<file path="config.mk">
export PLATFORM = sky130hd
export DESIGN_NAME = sparse_chunk_reader
export DESIGN_NICKNAME = d
export VERILOG_FILES = /design/src/design/sparse_pkg.sv /design/src/design/data_addr_calc.sv /design/src/design/match_pri_enc.sv /design/src/design/sparse_chunk_reader.sv /design/src/design/spmap_prefix_sum.sv /design/src/design/window_sequencer.sv
export VERILOG_INCLUDE_DIRS = /design/src /design/src/design
export SDC_FILE = /design/constraint.sdc
export NUM_CORES = 1
export LEC_CHECK = 0
export ABC_CLOCK_PERIOD_IN_PS = 4670
export BUFFER_PORTS_ARGS = -buffer_cell sky130_fd_sc_hd__buf_4
export CAP_MARGIN = 20
export CORE_MARGIN = 2
export CORE_UTILIZATION = 48
export DETAILED_ROUTE_END_ITERATION = 8
export GPL_TIMING_DRIVEN = 0
export PLACE_DENSITY = 0.73
export SYNTH_ARGS = -nofsm -noshare
export SYNTH_HDL_FRONTEND = slang
export SYNTH_HIERARCHICAL = 1
export SYNTH_SLANG_ARGS = --single-unit
</file>
<file path="constraint.sdc">
create_clock -name clk_i -period 4.67 [get_ports clk_i]
set_input_delay 0.467 -clock clk_i [delete_from_list [all_inputs] [get_ports clk_i]]
set_output_delay 0.467 -clock clk_i [all_outputs]
set_load 0.01 [all_outputs]
</file>
<file path="src/design/sparse_defs.svh">
`ifndef SPARSE_DEFS_SVH
`define SPARSE_DEFS_SVH

//////////////////////////////
// Window geometry
//////////////////////////////

// Bits per sparsity map with one bit per window element
`define MAP_WIDTH 8

//////////////////////////////
// Compressed storage
//////////////////////////////

// Words in the compressed data memory
// Address width is clog2 of this plus one bit
`define CHUNK_DEPTH 64

// Entries in the channel stacking table
`define FILTER_SLOTS 4

`endif

</file>
<file path="src/design/sparse_pkg.sv">
`include "sparse_defs.svh"

package sparse_pkg;

	//////////////////////////////
	// Map side
	//////////////////////////////

	// One sparsity map where a set bit marks a nonzero element
	typedef logic [`MAP_WIDTH-1:0] map_t;

	// Element position inside a map
	typedef logic [$clog2(`MAP_WIDTH)-1:0] pos_t;

	// Set-bit count from 0 up to MAP_WIDTH inclusive
	typedef logic [$clog2(`MAP_WIDTH):0] cnt_t;

	//////////////////////////////
	// Memory side
	//////////////////////////////

	// Compressed memory word address
	typedef logic [$clog2(`CHUNK_DEPTH):0] addr_t;

	// Filter slot in the stacking table
	typedef logic [$clog2(`FILTER_SLOTS)-1:0] fil_t;

endpackage

</file>
<file path="src/design/data_addr_calc.sv">
`include "sparse_defs.svh"

module data_addr_calc
	import sparse_pkg::*;
(
	input  logic  clk_i,
	input  logic  rst_i,
	input  pos_t  match_pos_i,
	input  logic  match_end_i,
	input  logic  sub_chunk_start_i,
	input  logic  sub_chunk_end_i,
	input  fil_t  filter_id_i,
	input  cnt_t  counts_i [`MAP_WIDTH],
	input  cnt_t  total_i,
	output addr_t rd_addr_o
);

	// Running base of the current sub-chunk
	addr_t base_r;

	// End address of each filter's most recent sub-chunk
	addr_t next_base_r [`FILTER_SLOTS];

	addr_t prev_end_w;
	addr_t eff_base_w;
	addr_t win_end_w;

	//////////////////////////////
	// Address forming
	//////////////////////////////

	// Filter 0 always starts at the bottom of memory
	assign prev_end_w = (filter_id_i == '0) ? '0 : next_base_r[filter_id_i - fil_t'(1)];

	// New sub-chunk takes its base from the stacking table
	assign eff_base_w = sub_chunk_start_i ? prev_end_w : base_r;

	assign rd_addr_o = eff_base_w + addr_t'(counts_i[match_pos_i]);

	// First free word after the current window
	assign win_end_w = eff_base_w + addr_t'(total_i);

	//////////////////////////////
	// Base register
	//////////////////////////////

	// Start cycle loads the table value so later matches of
	// the same window see it
	always_ff @(posedge clk_i) begin
		if (rst_i) begin
			base_r <= '0;
		end else if (match_end_i) begin
			base_r <= win_end_w;
		end else if (sub_chunk_start_i) begin
			base_r <= eff_base_w;
		end
	end

	//////////////////////////////
	// Stacking table
	//////////////////////////////

	always_ff @(posedge clk_i) begin
		if (rst_i) begin
			for (int f = 0; f < `FILTER_SLOTS; f++) begin
				next_base_r[f] <= '0;
			end
		end else if (match_end_i && sub_chunk_end_i) begin
			next_base_r[filter_id_i] <= win_end_w;
		end
	end

endmodule

</file>
<file path="src/design/match_pri_enc.sv">
`include "sparse_defs.svh"

module match_pri_enc
	import sparse_pkg::*;
(
	input  logic clk_i,
	input  logic rst_i,
	input  logic load_i,
	input  map_t mask_i,
	output logic match_valid_o,
	output pos_t match_pos_o,
	output logic match_end_o
);

	map_t mask_r;
	logic armed_r;
	map_t low_bit_w;
	map_t rest_w;

	//////////////////////////////
	// Lowest-bit select
	//////////////////////////////

	// Two's complement trick keeps only the lowest set bit
	assign low_bit_w = mask_r & (~mask_r + map_t'(1));

	// Matches still pending after this cycle
	assign rest_w = mask_r & ~low_bit_w;

	always_comb begin
		match_pos_o = '0;
		for (int i = 0; i < `MAP_WIDTH; i++) begin
			if (low_bit_w[i]) begin
				match_pos_o = pos_t'(i);
			end
		end
	end

	assign match_valid_o = armed_r & (|mask_r);

	// Fires with the last match, or alone for an empty mask
	assign match_end_o = armed_r & (rest_w == '0);

	//////////////////////////////
	// State
	//////////////////////////////

	always_ff @(posedge clk_i) begin
		if (rst_i) begin
			armed_r <= 1'b0;
		end else if (load_i) begin
			armed_r <= 1'b1;
		end else if (match_end_o) begin
			armed_r <= 1'b0;
		end
	end

	// Mask drains one bit per emitted match
	always_ff @(posedge clk_i) begin
		if (load_i) begin
			mask_r <= mask_i;
		end else if (match_valid_o) begin
			mask_r <= rest_w;
		end
	end

endmodule

</file>
<file path="src/design/sparse_chunk_reader.sv">
`include "sparse_defs.svh"

module sparse_chunk_reader
	import sparse_pkg::*;
(
	input  logic  clk_i,
	input  logic  rst_i,
	input  logic  win_valid_i,
	input  map_t  ifm_map_i,
	input  map_t  fil_map_i,
	input  fil_t  filter_id_i,
	input  logic  sub_chunk_first_i,
	input  logic  sub_chunk_last_i,
	output logic  rd_valid_o,
	output addr_t rd_addr_o,
	output logic  win_done_o
);

	logic load_w;
	map_t mask_w;
	map_t ifm_lat_w;
	fil_t fil_id_w;
	logic start_w;
	logic end_w;
	logic match_valid_w;
	pos_t match_pos_w;
	logic match_end_w;
	cnt_t counts_w [`MAP_WIDTH];
	cnt_t total_w;

	window_sequencer u_seq (
		.clk_i             (clk_i),
		.rst_i             (rst_i),
		.win_valid_i       (win_valid_i),
		.ifm_map_i         (ifm_map_i),
		.fil_map_i         (fil_map_i),
		.filter_id_i       (filter_id_i),
		.sub_chunk_first_i (sub_chunk_first_i),
		.sub_chunk_last_i  (sub_chunk_last_i),
		.match_valid_i     (match_valid_w),
		.match_end_i       (match_end_w),
		.load_o            (load_w),
		.mask_o            (mask_w),
		.ifm_map_o         (ifm_lat_w),
		.filter_id_o       (fil_id_w),
		.sub_chunk_start_o (start_w),
		.sub_chunk_end_o   (end_w),
		.rd_valid_o        (rd_valid_o),
		.win_done_o        (win_done_o)
	);

	match_pri_enc u_enc (
		.clk_i         (clk_i),
		.rst_i         (rst_i),
		.load_i        (load_w),
		.mask_i        (mask_w),
		.match_valid_o (match_valid_w),
		.match_pos_o   (match_pos_w),
		.match_end_o   (match_end_w)
	);

	// Prefix counts come from the latched feature map
	spmap_prefix_sum u_psum (
		.map_i    (ifm_lat_w),
		.counts_o (counts_w),
		.total_o  (total_w)
	);

	data_addr_calc u_addr (
		.clk_i             (clk_i),
		.rst_i             (rst_i),
		.match_pos_i       (match_pos_w),
		.match_end_i       (match_end_w),
		.sub_chunk_start_i (start_w),
		.sub_chunk_end_i   (end_w),
		.filter_id_i       (fil_id_w),
		.counts_i          (counts_w),
		.total_i           (total_w),
		.rd_addr_o         (rd_addr_o)
	);

endmodule

</file>
<file path="src/design/spmap_prefix_sum.sv">
`include "sparse_defs.svh"

module spmap_prefix_sum
	import sparse_pkg::*;
(
	input  map_t map_i,
	output cnt_t counts_o [`MAP_WIDTH],
	output cnt_t total_o
);

	localparam int LVLS = $clog2(`MAP_WIDTH);

	// Inclusive partial sums with the map itself in row 0
	cnt_t sum_w [LVLS+1][`MAP_WIDTH];

	//////////////////////////////
	// Log-depth scan
	//////////////////////////////

	always_comb begin
		for (int i = 0; i < `MAP_WIDTH; i++) begin
			sum_w[0][i] = cnt_t'(map_i[i]);
		end
		// Each level adds the partial sum from 2**l positions below
		for (int l = 0; l < LVLS; l++) begin
			for (int i = 0; i < `MAP_WIDTH; i++) begin
				if (i >= (1 << l)) begin
					sum_w[l+1][i] = sum_w[l][i] + sum_w[l][i - (1 << l)];
				end else begin
					sum_w[l+1][i] = sum_w[l][i];
				end
			end
		end
	end

	//////////////////////////////
	// Exclusive counts
	//////////////////////////////

	// Count below position i is the inclusive sum at i-1
	always_comb begin
		counts_o[0] = '0;
		for (int i = 1; i < `MAP_WIDTH; i++) begin
			counts_o[i] = sum_w[LVLS][i-1];
		end
	end

	// Whole-window popcount
	assign total_o = sum_w[LVLS][`MAP_WIDTH-1];

endmodule

</file>
<file path="src/design/window_sequencer.sv">
module window_sequencer
	import sparse_pkg::*;
(
	input  logic clk_i,
	input  logic rst_i,
	input  logic win_valid_i,
	input  map_t ifm_map_i,
	input  map_t fil_map_i,
	input  fil_t filter_id_i,
	input  logic sub_chunk_first_i,
	input  logic sub_chunk_last_i,
	input  logic match_valid_i,
	input  logic match_end_i,
	output logic load_o,
	output map_t mask_o,
	output map_t ifm_map_o,
	output fil_t filter_id_o,
	output logic sub_chunk_start_o,
	output logic sub_chunk_end_o,
	output logic rd_valid_o,
	output logic win_done_o
);

	map_t ifm_r;
	fil_t fil_id_r;
	logic last_r;
	logic start_r;

	//////////////////////////////
	// Encoder load
	//////////////////////////////

	// Encoder captures the mask on the same edge as the window
	assign load_o = win_valid_i;

	// Only positions nonzero in both maps produce a read
	assign mask_o = ifm_map_i & fil_map_i;

	//////////////////////////////
	// Window latch
	//////////////////////////////

	always_ff @(posedge clk_i) begin
		if (win_valid_i) begin
			ifm_r    <= ifm_map_i;
			fil_id_r <= filter_id_i;
			last_r   <= sub_chunk_last_i;
		end
	end

	// High only in the first emit cycle
	always_ff @(posedge clk_i) begin
		if (rst_i) begin
			start_r <= 1'b0;
		end else begin
			start_r <= win_valid_i & sub_chunk_first_i;
		end
	end

	assign ifm_map_o         = ifm_r;
	assign filter_id_o       = fil_id_r;
	assign sub_chunk_start_o = start_r;
	assign sub_chunk_end_o   = last_r;

	// Read strobe and done track the encoder directly
	assign rd_valid_o = match_valid_i;
	assign win_done_o = match_end_i;

endmodule

</file>
# Yosys cells after proc, flatten, opt, wreduce, memory -nomap -nowiden
# Memory sizes are Yosys's and may differ from the RTL's.
# Cells that the tools add are included.
dict set report totals {
  wordCells 73
  out_inout_bits 9
  mem_count 1
  register_bits 28
  ramBits 28
}
dict set report classes {
  mux 26
  addsub 21
  bitwise 9
  n_reduce_logical 8
  n_lt_le_gt_ge 1
}
# name depth word_bits read_ports rd_clocked_by_memory_dff wr line
set mem_list {}
lappend mem_list {u_addr.next_base_r 4 7 1 0 4 data_addr_calc.sv:22} ;# addr_t next_base_r [`FILTER_SLOTS];
# op count
set ops {}
lappend ops {{$mux 7} 5}
lappend ops {{$add 4x4->4} 8}
lappend ops {{$and 8x8->8} 3}
lappend ops {{$mux 8} 2}
lappend ops {{$not 8->8} 2}
lappend ops {{$add 1x1->2} 7}
lappend ops {{$add 7x4->7} 2}
lappend ops {{$bmux 4 s3} 1}
lappend ops {{$mux 3} 4}
lappend ops {{$mux 1} 9}
lappend ops {{$add 4x1->4} 2}
lappend ops {{$add 8x1->8 const B} 1}
lappend ops {{$logic_not 8->1} 1}
lappend ops {{$mux 4} 2}
lappend ops {{$reduce_or 8->1} 1}
lappend ops {{$reduce_or 7->1} 1}
lappend ops {{$mux 2} 3}
lappend ops {{$reduce_bool 2->1} 3}
lappend ops {{$ge 4x4->1 const B} 1}
lappend ops {{$not 3->4} 1}
lappend ops {{$and 1x1->1} 3}
lappend ops {{$logic_not 2->1} 1}
lappend ops {{$sub 2x1->2 const B} 1}
lappend ops {{$logic_and 1x1->1} 1}

# Depth between registers and ports, before layout
dict set report depth {
  word_depth 15
  depth_mapped 16
}

# Cells and area by module
# Netlist, hierarchy kept.
# module instances seq_area_each_um2 area_per_inst_um2 cells_per_inst
set by_module_without_submodules {}
lappend by_module_without_submodules {data_addr_calc 1 980.9 2212.1 187}
lappend by_module_without_submodules {spmap_prefix_sum 1 0.0 648.1 63}
lappend by_module_without_submodules {match_pri_enc 1 260.2 549.3 62}
lappend by_module_without_submodules {window_sequencer 1 350.3 431.7 24}

# Worst setup path after synthesis
# Ideal clock, no wire load.
dict set report synth_timing {
  kind {reg-to-output}
  from {reg u_seq.ifm_r[1], in the netlist u_seq/ifm_map_o[1]}
  to {out rd_addr_o[5]}
  path_buffers 0
  arrival_time_ns 3.835
  setup_slack_ns 0.368
  t_required_ns 4.203
  path_stages_with_launch 15
  cell_sequence {edfxtp_1 > ha_1 > ha_1 > inv_1 > fa_1 > fa_1 > inv_1 > mux4_2 > mux2_2 > ha_1 > a21o_1 > a21oi_1 > nor2b_1 > o22ai_1 > xnor2_1}
}
# item line
set synth_lines {}
lappend synth_lines {{from (decl)} window_sequencer.sv:24} ;# map_t ifm_r;
lappend synth_lines {{from (signal assigned)} window_sequencer.sv:45} ;# ifm_r <= ifm_map_i;
lappend synth_lines {{to (decl)} sparse_chunk_reader.sv:15} ;# output addr_t rd_addr_o,

==> qor.txt <==
RUN STATUS
------------------------------------------------------------------------------------
Run status ............................................................ finished clean

SETUP PATH
------------------------------------------------------------------------------------
CP max-delay cell .....................................................         fa_1
Max incr delay on CP ..................................................      0.54 ns
Register-to-Register Path Depth .......................................           14
Largest fanout on the critical path ...................................            2
Startpoint Class ......................................................         flop
Critical Setup Path Class .............................................   reg -> out
WP data arrival .......................................................      4.18 ns
Kind of end point of the critical path ................................  output port
Critical Path RT ......................................................      4.20 ns
Cell breakdown of the critical path ................................... ha_4, fa_1, ha_2, inv_2, fa_1, inv_1, mux4_2, mux2_4, ha_4, a21o_1, a21oi_2, nor2b_1, o22ai_1, xnor2_1, buf_4

FLOORPLAN
------------------------------------------------------------------------------------
Initial Utilization ...................................................       0.4971
I/O pin count .........................................................           32
Placeable Area ........................................................     7727 um2
Die Width .............................................................     93.46 um
Die area ..............................................................     8734 um2
Die Span Y ............................................................     93.46 um
Core Rows .............................................................           32

LOGIC SYNTHESIS
------------------------------------------------------------------------------------
Synth Area in Compound Gates ..........................................      0.08599
Post-Synth Simple-Gate Area ...........................................       0.1241
Portion of netlist area occupied by mux cells .........................       0.1039
Flop and latch count out of synthesis .................................           56
Area share of the largest cell type after synthesis ...................       0.3674
Synthesized area per cell .............................................    11.43 um2
Post-synthesis cell type with the largest combined area ...............     edfxtp_1
Synthesis Warnings ....................................................            6
Leading cell type by number of instances after synthesis ..............     edfxtp_1
Synth Instances .......................................................          336
Top post-synthesis cells by area ...................................... edfxtp_1 (37%), ha_1 (9.1%), fa_1 (6.8%)
Synth unique cells ....................................................           51
Predominant post-synthesis flop cell ..................................     edfxtp_1
FFs w/ async S/R, synth ...............................................            0
Post-synthesis sequential area ratio ..................................       0.4143
Dominant combinational cell family by area after synthesis ............  adder cells
Parity-gate share of the synthesized area counting xor and xnor cells .      0.03192
Fraction of the mapped netlist area in adder cells ....................       0.1642
Number of enable flip-flop cells after synthesis ......................           47
Cell area after synthesis .............................................     3841 um2
List of most frequent post-synthesis cells ............................ edfxtp_1 (47), nor2_1 (39), inv_1 (31), ha_1 (28), nand2_1 (20)

CLOCK TREE
------------------------------------------------------------------------------------
Root buffer selected by CTS ...........................................     clkbuf_8
H-tree lvl count ......................................................            2
Clock sinks ...........................................................           56
TritonCTS clock tree ..................................................        built
Source-to-sink clock delay at the later pin of the worst-skew pair ....      0.31 ns
Clock-pin transition on the worst setup and hold timing paths .........      0.10 ns
Clock buffers created by TritonCTS ....................................            5
Largest buffer count on any clock path ................................            2
Total of hold buffers inserted after clock tree synthesis .............            0

STA
------------------------------------------------------------------------------------
Final worst-path cycle share ..........................................       0.9960
Actual transition at the worst max-transition pin .....................    0.8604 ns
Unrepaired setup endpoints after global routing .......................          yes
Final Setup Violations ................................................            0
Fin Clk Skew ..........................................................  0.006136 ns
Relative slew slack ...................................................       0.4203
Upper clock frequency limit ...........................................    215.0 MHz
Min cycle time layout .................................................     4.651 ns
Fin. Hold Viols .......................................................            0
Final Slew Violations .................................................            0

POWER
------------------------------------------------------------------------------------
Power share of the sequential group ...................................        0.379
Net switching power of the design .....................................    0.5313 mW
Cell Int Power ........................................................     1.066 mW
Total power draw ......................................................     1.597 mW
Leak pwr ..............................................................     1.919 nW
Power share of the clock group ........................................        0.204
Share of power burned in combinational logic ..........................        0.417
Pwr dens .............................................................. 350.9 nW/um2
Switching portion of total power ......................................       0.3326
Maximum resistive drop on vdd .........................................    0.2377 mV

CELLS AND AREA
------------------------------------------------------------------------------------
Number of standard cells in the layout, taps in and fillers out .......          499
Final standard cell utilization of the core ...........................       0.5891
Number of nets in the layout ..........................................          460
Synthesis-to-finish area growth .......................................       18.50%
Layout cell share with drive strength beyond 1 ........................       0.2796
Diodes inserted .......................................................            0

GRT
------------------------------------------------------------------------------------
First-pass GRT wire length ............................................     12540 um
Via count of the first global-routing pass ............................         2680
Largest net degree at the start of global routing .....................           19
Total global routing track utilization ................................       0.1847
Remaining Overflow, GRT ...............................................            0
Number of antenna violations at the first check in global routing .....            0

ROUTE
------------------------------------------------------------------------------------
Pre-Repair DR Iteration Count .........................................            4
Total DRC errors in the routed layout .................................            0
Iter 0 DRT Violations .................................................          178
Routed vias/inst ......................................................        5.271
Routed via count ......................................................         2630
Post-detailed-routing wire length .....................................      7500 um
Routed Antenna Nets ...................................................            0
Routed wire per std cell ..............................................     15.03 um

PLACEMENT
------------------------------------------------------------------------------------
Gp weighted congestion ................................................       0.8288
Number of buffers added on ports ......................................           31
Half-perimeter wire length after placement ............................      5673 um
Total placed cells including tap cells ................................          480

HOLD PATH
------------------------------------------------------------------------------------
Worst hold stages .....................................................            1
Class of the most critical hold timing path ...........................    in -> reg

JOB
------------------------------------------------------------------------------------
Maxcap violations .....................................................            0

## layout by cell type, fill, tap and decap left out, types with 3 or more instances in the layout
cell type | synthesis | routed
nand2_1 | 20 | 20
nor2b_1 | 3 | 3
inv_1 | 31 | 27
buf_4 | 17 | 60
nand2b_1 | 5 | 5
mux4_1 | 5 | 5
dfxtp_1 | 9 | 9
inv_2 | 0 | 4
fa_1 | 13 | 11
o21ai_1 | 3 | 3
nor2_1 | 39 | 38
o21ai_0 | 11 | 11
a21o_1 | 5 | 5
edfxtp_1 | 47 | 47
ha_1 | 28 | 22
a21oi_2 | 2 | 4
a21oi_1 | 9 | 7
clkbuf_8 | 0 | 5
conb_1 | 1 | 12
o22ai_1 | 3 | 3
nor3_1 | 4 | 3
xor2_1 | 4 | 4
ha_4 | 0 | 5
mux4_2 | 9 | 9
xnor2_1 | 10 | 9
a211oi_1 | 4 | 4
clkbuf_1 | 7 | 5
and2_1 | 10 | 10
## per-layer routing
layer	share of wire	wire length [um]	GRT usage	vias up
met2	0.50	3771	0.3147	72
li1	-	-	-	1279
met5	0	0	0	-
met4	0.011	80	0.05760	0
met1	0.44	3272	0.2422	1271
met3	0.050	376	0.02981	8
## kinds of logic (layout without fill, tap and decap cells)
family                   count (synthesis)  in the layout
other                                    1             12
adder cells (fa/ha/maj)                 43             43
multiplexers                            20             20
flip-flops                              56             56
AO/OA/AOI/OAI                           49             49
AND/OR/NAND/NOR                         96             96
XOR/XNOR                                14             14
buffers and inverters                   57            107
## power by group through the flow
stage / clock [mW] / combinational, mW / sequential [mW]
2_1_floorplan: 0 / 0.433 / 0.610
3_3_place_gp: 0 / 0.576 / 0.615
3_5_place_dp: 0 / 0.601 / 0.618
4_1_cts: 0.329 / 0.638 / 0.606
5_1_grt: 0.350 / 0.741 / 0.611
6_report: 0.325 / 0.666 / 0.606
## worst max-delay path, delay by kind of cell (launching register included)
family | cells | cell delay [ns]
fa+ha+maj | 5 | 1.73
mux | 2 | 0.76
compound gates | 3 | 0.48
flops | 1 | 0.45
buf+inv | 3 | 0.23
xor+xnor | 1 | 0.14
simple gates | 1 | 0.07
## metrics by stage
step	area [um2]	hold slack (ns)	TNS, ns	setup slack (ns)
global placement	4243	0.4759	0	0.1165
global route	4552	0.3033	-0.1661	-0.1151
detailed placement	4243	0.4915	0	0.06375
finish	4552	0.3257	0	0.01860
CTS	4466	0.3162	0	0.008021
floorplan	3882	0.4575	0	0.3679
## worst paths after layout
kind                           start                       end  slack, ns
setup / recovery  u_seq/ifm_map_o[4]              rd_addr_o[5]       0.02
hold / removal        filter_id_i[1]      u_seq/filter_id_o[1]       0.33
hold reg to reg        u_enc/armed_r             u_enc/armed_r       0.51
setup reg to reg  u_seq/ifm_map_o[0]  u_addr/next_base_r[2][5]       0.40
## registers in the layout, summed over array words and instances, names as in the netlist
| register | cells |
|---|---|
| u_seq/sub_chunk_end_o | 1 |
| u_addr/base_r | 7 |
| u_seq/ifm_map_o | 8 |
| u_seq/sub_chunk_start_o | 1 |
| u_enc/mask_r | 8 |
| u_enc/armed_r | 1 |
| u_addr/next_base_r | 28 |
| u_seq/filter_id_o | 2 |
## final cells by class
| class | instances | area (um2) |
|---|---|---|
| timing repair buffer | 43 | 322.8 |
| multi-input combinational | 234 | 2105 |
| fill | 640 | 3176 |
| clock buffer | 5 | 68.82 |
| buffer | 25 | 173.9 |
| tap | 102 | 127.6 |
| clock inverter | 3 | 46.29 |
| sequential | 56 | 1592 |
| inverter | 31 | 116.4 |
## repair_timing
action	in CTS	in global routing
pin swaps	5	12
gates cloned	0	0
endpoints found under the setup margin	4	4
setup buffers	7	5
gates resized for setup	8	16
Note: power is estimated with default switching activity, not from simulation.
